[src/design/cmd_analysis_pkg.sv]
`default_nettype none

package cmd_analysis_pkg;

  ////////////////////////////////////////
  // sizes
  ////////////////////////////////////////
  localparam int CMD_W             = 128;
  localparam int N_TARGETS         = 8;
  localparam int TGT_W             = $clog2(N_TARGETS);
  localparam int FIFO_DEPTH        = 8;
  localparam int ALMOST_FULL_LEVEL = 6;  // room for one more pair

  ////////////////////////////////////////
  // command field positions
  ////////////////////////////////////////
  localparam int OP_HI     = 127;
  localparam int OP_LO     = 126;
  localparam int TGT_RW_LO = 64;  // read / write target
  localparam int TGT_ER_LO = 0;   // erase target
  localparam int HALF_BIT  = 80;  // half index of a micro command

  typedef logic [CMD_W-1:0]             cmd_t;
  typedef logic [TGT_W-1:0]             target_t;
  typedef logic [$clog2(FIFO_DEPTH):0]  count_t;  // 0 .. FIFO_DEPTH

  typedef enum logic [1:0] {
    op_read  = 2'd0,
    op_write = 2'd1,
    op_erase = 2'd3  // code 2 unused
  } op_e;

  typedef enum logic [1:0] {
    idle,
    first_half,
    second_half
  } split_state_e;

  typedef struct packed {
    logic    valid;
    target_t target;
    cmd_t    cmd;
  } micro_cmd_t;

endpackage

`default_nettype wire

[src/design/cmd_decoder.sv]
`timescale 1ns/1ns
`default_nettype none

module cmd_decoder (
  input  logic                      clk,
  input  logic                      rst_n,
  input  logic                      wb_cyc,
  input  logic                      wb_stb,
  input  logic                      wb_we,
  input  cmd_analysis_pkg::cmd_t    wb_dat_w,
  output logic                      wb_ack,
  input  logic                      any_almost_full,
  input  logic                      split_done,
  output logic                      held,
  output cmd_analysis_pkg::op_e     op,
  output cmd_analysis_pkg::target_t target,
  output cmd_analysis_pkg::cmd_t    cmd
);

  import cmd_analysis_pkg::*;

  logic    ready;
  logic    accept;
  logic    known_op;
  op_e     dec_op;
  target_t dec_target;

  // held covers the whole split, so it also stands for a busy splitter
  assign ready  = !held && !any_almost_full;
  assign accept = wb_cyc && wb_stb && wb_we && ready && !wb_ack;  // no back-to-back ack

  ////////////////////////////////////////
  // operation decode on the bus data
  ////////////////////////////////////////
  always_comb
  begin
    dec_op     = op_read;
    dec_target = wb_dat_w[TGT_RW_LO +: TGT_W];
    known_op   = 1'b1;
    case (wb_dat_w[OP_HI:OP_LO])
      op_read:  dec_op = op_read;
      op_write: dec_op = op_write;
      op_erase:
      begin
        dec_op     = op_erase;
        dec_target = wb_dat_w[TGT_ER_LO +: TGT_W];  // erase keeps target in low bits
      end
      default:  known_op = 1'b0;  // acked, then dropped
    endcase
  end

  always_ff @(posedge clk or negedge rst_n)
  begin
    if (!rst_n)
    begin
      wb_ack <= 1'b0;
      held   <= 1'b0;
    end
    else
    begin
      wb_ack <= accept;
      if (accept)
        held <= known_op;
      else if (split_done)
        held <= 1'b0;  // second half written
    end
  end

  // captured command, taken at the ack edge
  always_ff @(posedge clk)
  begin
    if (accept)
    begin
      cmd    <= wb_dat_w;
      op     <= dec_op;
      target <= dec_target;
    end
  end

endmodule

`default_nettype wire

[config.mk]
export PLATFORM = sky130hd
export DESIGN_NAME = cmd_decoder
export DESIGN_NICKNAME = d
export VERILOG_FILES = /design/src/design/cmd_analysis_pkg.sv /design/src/design/cmd_decoder.sv
export SDC_FILE = /design/constraint.sdc
export NUM_CORES = 1
export LEC_CHECK = 0
export BUFFER_PORTS_ARGS = -buffer_cell sky130_fd_sc_hd__buf_2
export CAP_MARGIN = 0
export CORE_MARGIN = 10
export CORE_UTILIZATION = 41
export CTS_CLUSTER_SIZE = 8
export DETAILED_ROUTE_END_ITERATION = 7
export PLACE_DENSITY_LB_ADDON = 0.08
export SYNTH_ARGS = -nofsm -noshare
export SYNTH_HDL_FRONTEND = slang
export SYNTH_SLANG_ARGS = --single-unit
[constraint.sdc]
create_clock -name clk -period 12.23 [get_ports clk]
set_input_delay 1.8345 -clock clk [delete_from_list [all_inputs] [get_ports clk]]
set_output_delay 1.8345 -clock clk [all_outputs]
set_load 0.01 [all_outputs]
Yosys cells after proc, flatten, opt, wreduce, memory -nomap -nowiden

Cells that the tools add are included.

RAM bits: 0
Register bits: 135
Output and inout port bits: 135
Bits in latches: 0
Logic and storage cells: 23
Memory bits (read-only): 0
Memories kept: 0
Bits of input ports: 135

Bitwise logic cells: 0
Order comparisons: 0
Add/sub/neg operators: 0
Equal/unequal tests: 2
Divide/modulo/power cells: 0
Reduce and logical (&&, ||, !) cells: 11
Mux-type cells: 5
$mul: 0
Shift-type cells: 0

Operator list:

| kind               | number |
|---|---|
| $logic_and 1x1->1  | 5 |
| $pmux 2 s2         | 1 |
| $logic_not 1->1    | 3 |
| $mux 1             | 3 |
| $mux 3             | 1 |
| $reduce_or 3->1    | 1 |
| $eq 2x1->1 const B | 1 |
| $eq 2x2->1 const B | 1 |
| $logic_not 2->1    | 1 |
| $reduce_bool 2->1  | 1 |

Longest topological paths before layout

Word-level depth: 5
Depth in mapped cells: 2
Depth with buffers taken out: 2

Least setup slack after synthesis

OpenSTA, ideal clock, no wires.

Path type: input to register
Start: input port any_almost_full
End: register wb_ack
Required time: 11182 ps
Setup time: 1048 ps
Setup slack: 165 ps
Data arrival time: 11017 ps
Stages: 2
Buffers on the path: 0
Path through: nand4b_4 -> nor3_1

Longest elaborated chain between the ends: 4

Ends and longest elaborated chain:

| item                           | RTL line          | source |
|---|---|---|
| start, declared                | cmd_decoder.sv:12 | `input logic any_almost_full,` |
| $logic_not 1->1                | cmd_decoder.sv:29 | `assign ready = !held && !any_almost_full;` |
| $logic_and 1x1->1              | cmd_decoder.sv:29 |  |
| $logic_and 1x1->1 (2 in a row) | cmd_decoder.sv:30 | `assign accept = wb_cyc && wb_stb && wb_we && ready && !wb_ack;` |
| via accept                     | cmd_decoder.sv:23 | `logic accept;` |
| end signal, assigned           | cmd_decoder.sv:61 | `wb_ack <= accept;` |
| end, declared                  | cmd_decoder.sv:11 | `output logic wb_ack,` |

The timed path passes the listed nets, and every way through them passes these cells.
A chain may end at the register's enable or synchronous reset.

Worst setup path in the final report

Start: register held
End: output port held

RTL lines:

| item                   | RTL line          | source |
|---|---|---|
| start, declared        | cmd_decoder.sv:14 | `output logic held,` |
| start signal, assigned | cmd_decoder.sv:63 | `held <= known_op;` |

No word-level cell between the ends.

==> metrics.yaml <==
status: "finished, final reports clean"
grt_first_pass_wirelength_um: 16700
dr_total_vias: 2556
syn-num-nets: 281
die-height_um: 120.6
power.leakage_uw: 0.002653
pwr_density_nw_per_um2: 169.6
layout.nets: 570
cell_taking_the_most_area_after_synthesis: "edfxtp_1"
tritoncts_clock_tree: "yes"
cts-buffers-inserted: 17
tns_ns: 0
first_iter_violations: 152
worstPathArrival_ns: 1.10
postCtsSetupRepairBufs: 0
sequential_cell_area_um2: 4044
post-dp-hpwl_um: 9240
seq_area_frac_synth: 0.9747
ys.warnings.count: 0
post_cts_hold_buffer_count: 0
drtPass1Iterations: 4
layout-area-overhead-vs-synth_pct: 51.09
finalCritPeriodShare: 0.2400
clock_tree.root_cell: "clkbuf_8"
timing.critical_path.from_type: "flop"
timing.reg2reg.setup_slack_ns: 10.48
final_cell_mix: "buf_2 (269), edfxtp_1 (133), clkbuf_16 (16)"
routed_wirelength_um: 11770
critPathCaptureType: "output port"
std_cell_rows: 36
worst-path-max-fanout: 4
syn-instance-count: 146
timing.max_slew.rel_slack: 0.4442
finalHoldWorstSlack_ns: 0.5232
placed_area_um2: 5678
clk_path_buf_depth: 2
critPathBufInv: 1
cp_cell_sequence: "buf_2"
post_drt_wl_per_cell_um: 20.19
drc_errors: 0
final-setup-viol-count: 0
fin_area_um2: 6269
path_delay_family: "flip-flops"
hold_path.class: "reg2reg"
timing.final.hold_violations: 0
drive_gt1_frac: 0.6786
floorplan.die.width_um: 120.6
netlist.area_leader.share: 0.9626
clk-insertion-delay-late_ns: 0.51
cts_sinks: 135
tightestPinTransition_ns: 0.8336
met2_wirelength_um: 6116
postRouteAntennaNets: 0
initial_core_utilization: 0.4225
route.layer.met1.wl_um: 3965
rsz0062_at_grt: "no"
maximum_number_of_pins_on_one_net_before_global_route_repair: 68
drv_cap: 0
io_pins: 270
maxClockFrequency_ghz: 0.3407
grt_antenna_before_repair: 3
classification_of_the_worst_setup_path: "reg2out"
overflow: 0
syn-mean-instance-area_um2: 28.42
multiInputGateArea_um2: 102.6
report.final.slew_viol_count: 0
dieArea_um2: 14540
post_synth_main_area_contributors: "edfxtp_1 (96%), dfrtp_1 (1.2%), mux2_2 (0.81%)"
postCtsResizedCells: 0
cpPeakStageDelay_ns: 0.43
synth.ff_latch_count: 135
period_needed_ns: 2.935
cts_htree_levels: 4
grt_pass1_vias: 2721
synthesis.area_um2: 4149
detail_route.vias_per_cell: 4.384
gr-usage-all-layers: 0.1572
cp.required_ns: 10.40
total_power_uw: 1063
critical_path_s_slowest_cell: "dfrtp_1"
clock_skew_ns: 0.007594
max-vdd-ir-drop_v: 0.00009426
design.core.area_um2: 9819
layout.cells.most_common: "buf_2"
ys_types: 11
io_buffer_count: 269
fill_cells: 762
globalplace.congestion: 0.7790
maxUsedRoutingLayer: "met5"
met3_length_um: 1530
cts.reportedPaths.clkPinSlew_ns: 0.06
-- metal layers --
metal  global-route usage  vias to the layer above
li1                     -                     1180
met1               0.1531                     1200
met2               0.2606                      162
met3               0.1056                       12
met4              0.05732                        2
met5                    0                        -
-- final timing paths --
check / from / endpoint / cells past startpoint
setup / recovery: held / held / 1
max in group asynchronous: rst_n / wb_ack / 1
hold reg to reg: wb_ack / held / 1
hold / removal: wb_ack / held / 1
setup reg to reg: held / cmd[42] / 2
min in group asynchronous: rst_n / held / 1
-- sequential cells by signal, indices dropped and copies added (netlist names) --
signal	count
wb_ack	1
op	2
target	3
held	1
cmd	128
-- logic make-up (layout without fill, tap and decap cells) --
logic type,count (synthesis),in the layout,share of synthesized area
flip-flops,135,135,0.9747
AND/OR/NAND/NOR,5,5,0.01146
multiplexers,3,3,0.008142
buffers and inverters,2,304,0.001808
AO/OA/AOI/OAI,1,1,0.003921
other,0,2,0
-- layout make-up --
type,count,share of cell area
Timing Repair Buffer,271,0.2172
Sequential cell,135,0.6451
Tap cell,133,0.02655
Clock inverter,10,0.02435
Antenna cell,2,0.0007984
Inverter,1,0.0005988
Multi-Input combinational cell,9,0.01637
Clock buffer,22,0.06906
-- power breakdown --
| group | switching, µW | leakage (µW) | internal (µW) | total [µW] |
|---|---|---|---|---|
| logic | 19.0 | 0.00113 | 21.2 | 40.2 |
| clock network | 173 | 0.000288 | 329 | 502 |
| registers | 2.00 | 0.00123 | 519 | 521 |
| total | 194 | 0.00265 | 869 | 1060 |
-- Yosys cell counts, drive strengths merged --
cell type  count
dfrtp          2
nand4b         1
o41ai          1
clkbuf         1
and2b          1
edfxtp       133
inv            1
nand2          1
nand2b         1
nor3           1
mux2           3
-- metrics by stage --
stage,worst slack [ns],cells,utilization
6_report,9.295,583,0.6384
5_1_grt,9.245,583,0.6384
4_1_cts,9.269,581,0.6379
3_5_place_dp,8.864,549,0.5782
3_3_place_gp,8.902,549,0.5782
2_1_floorplan,0.1649,146,-
(Power assumes the default switching activity.)
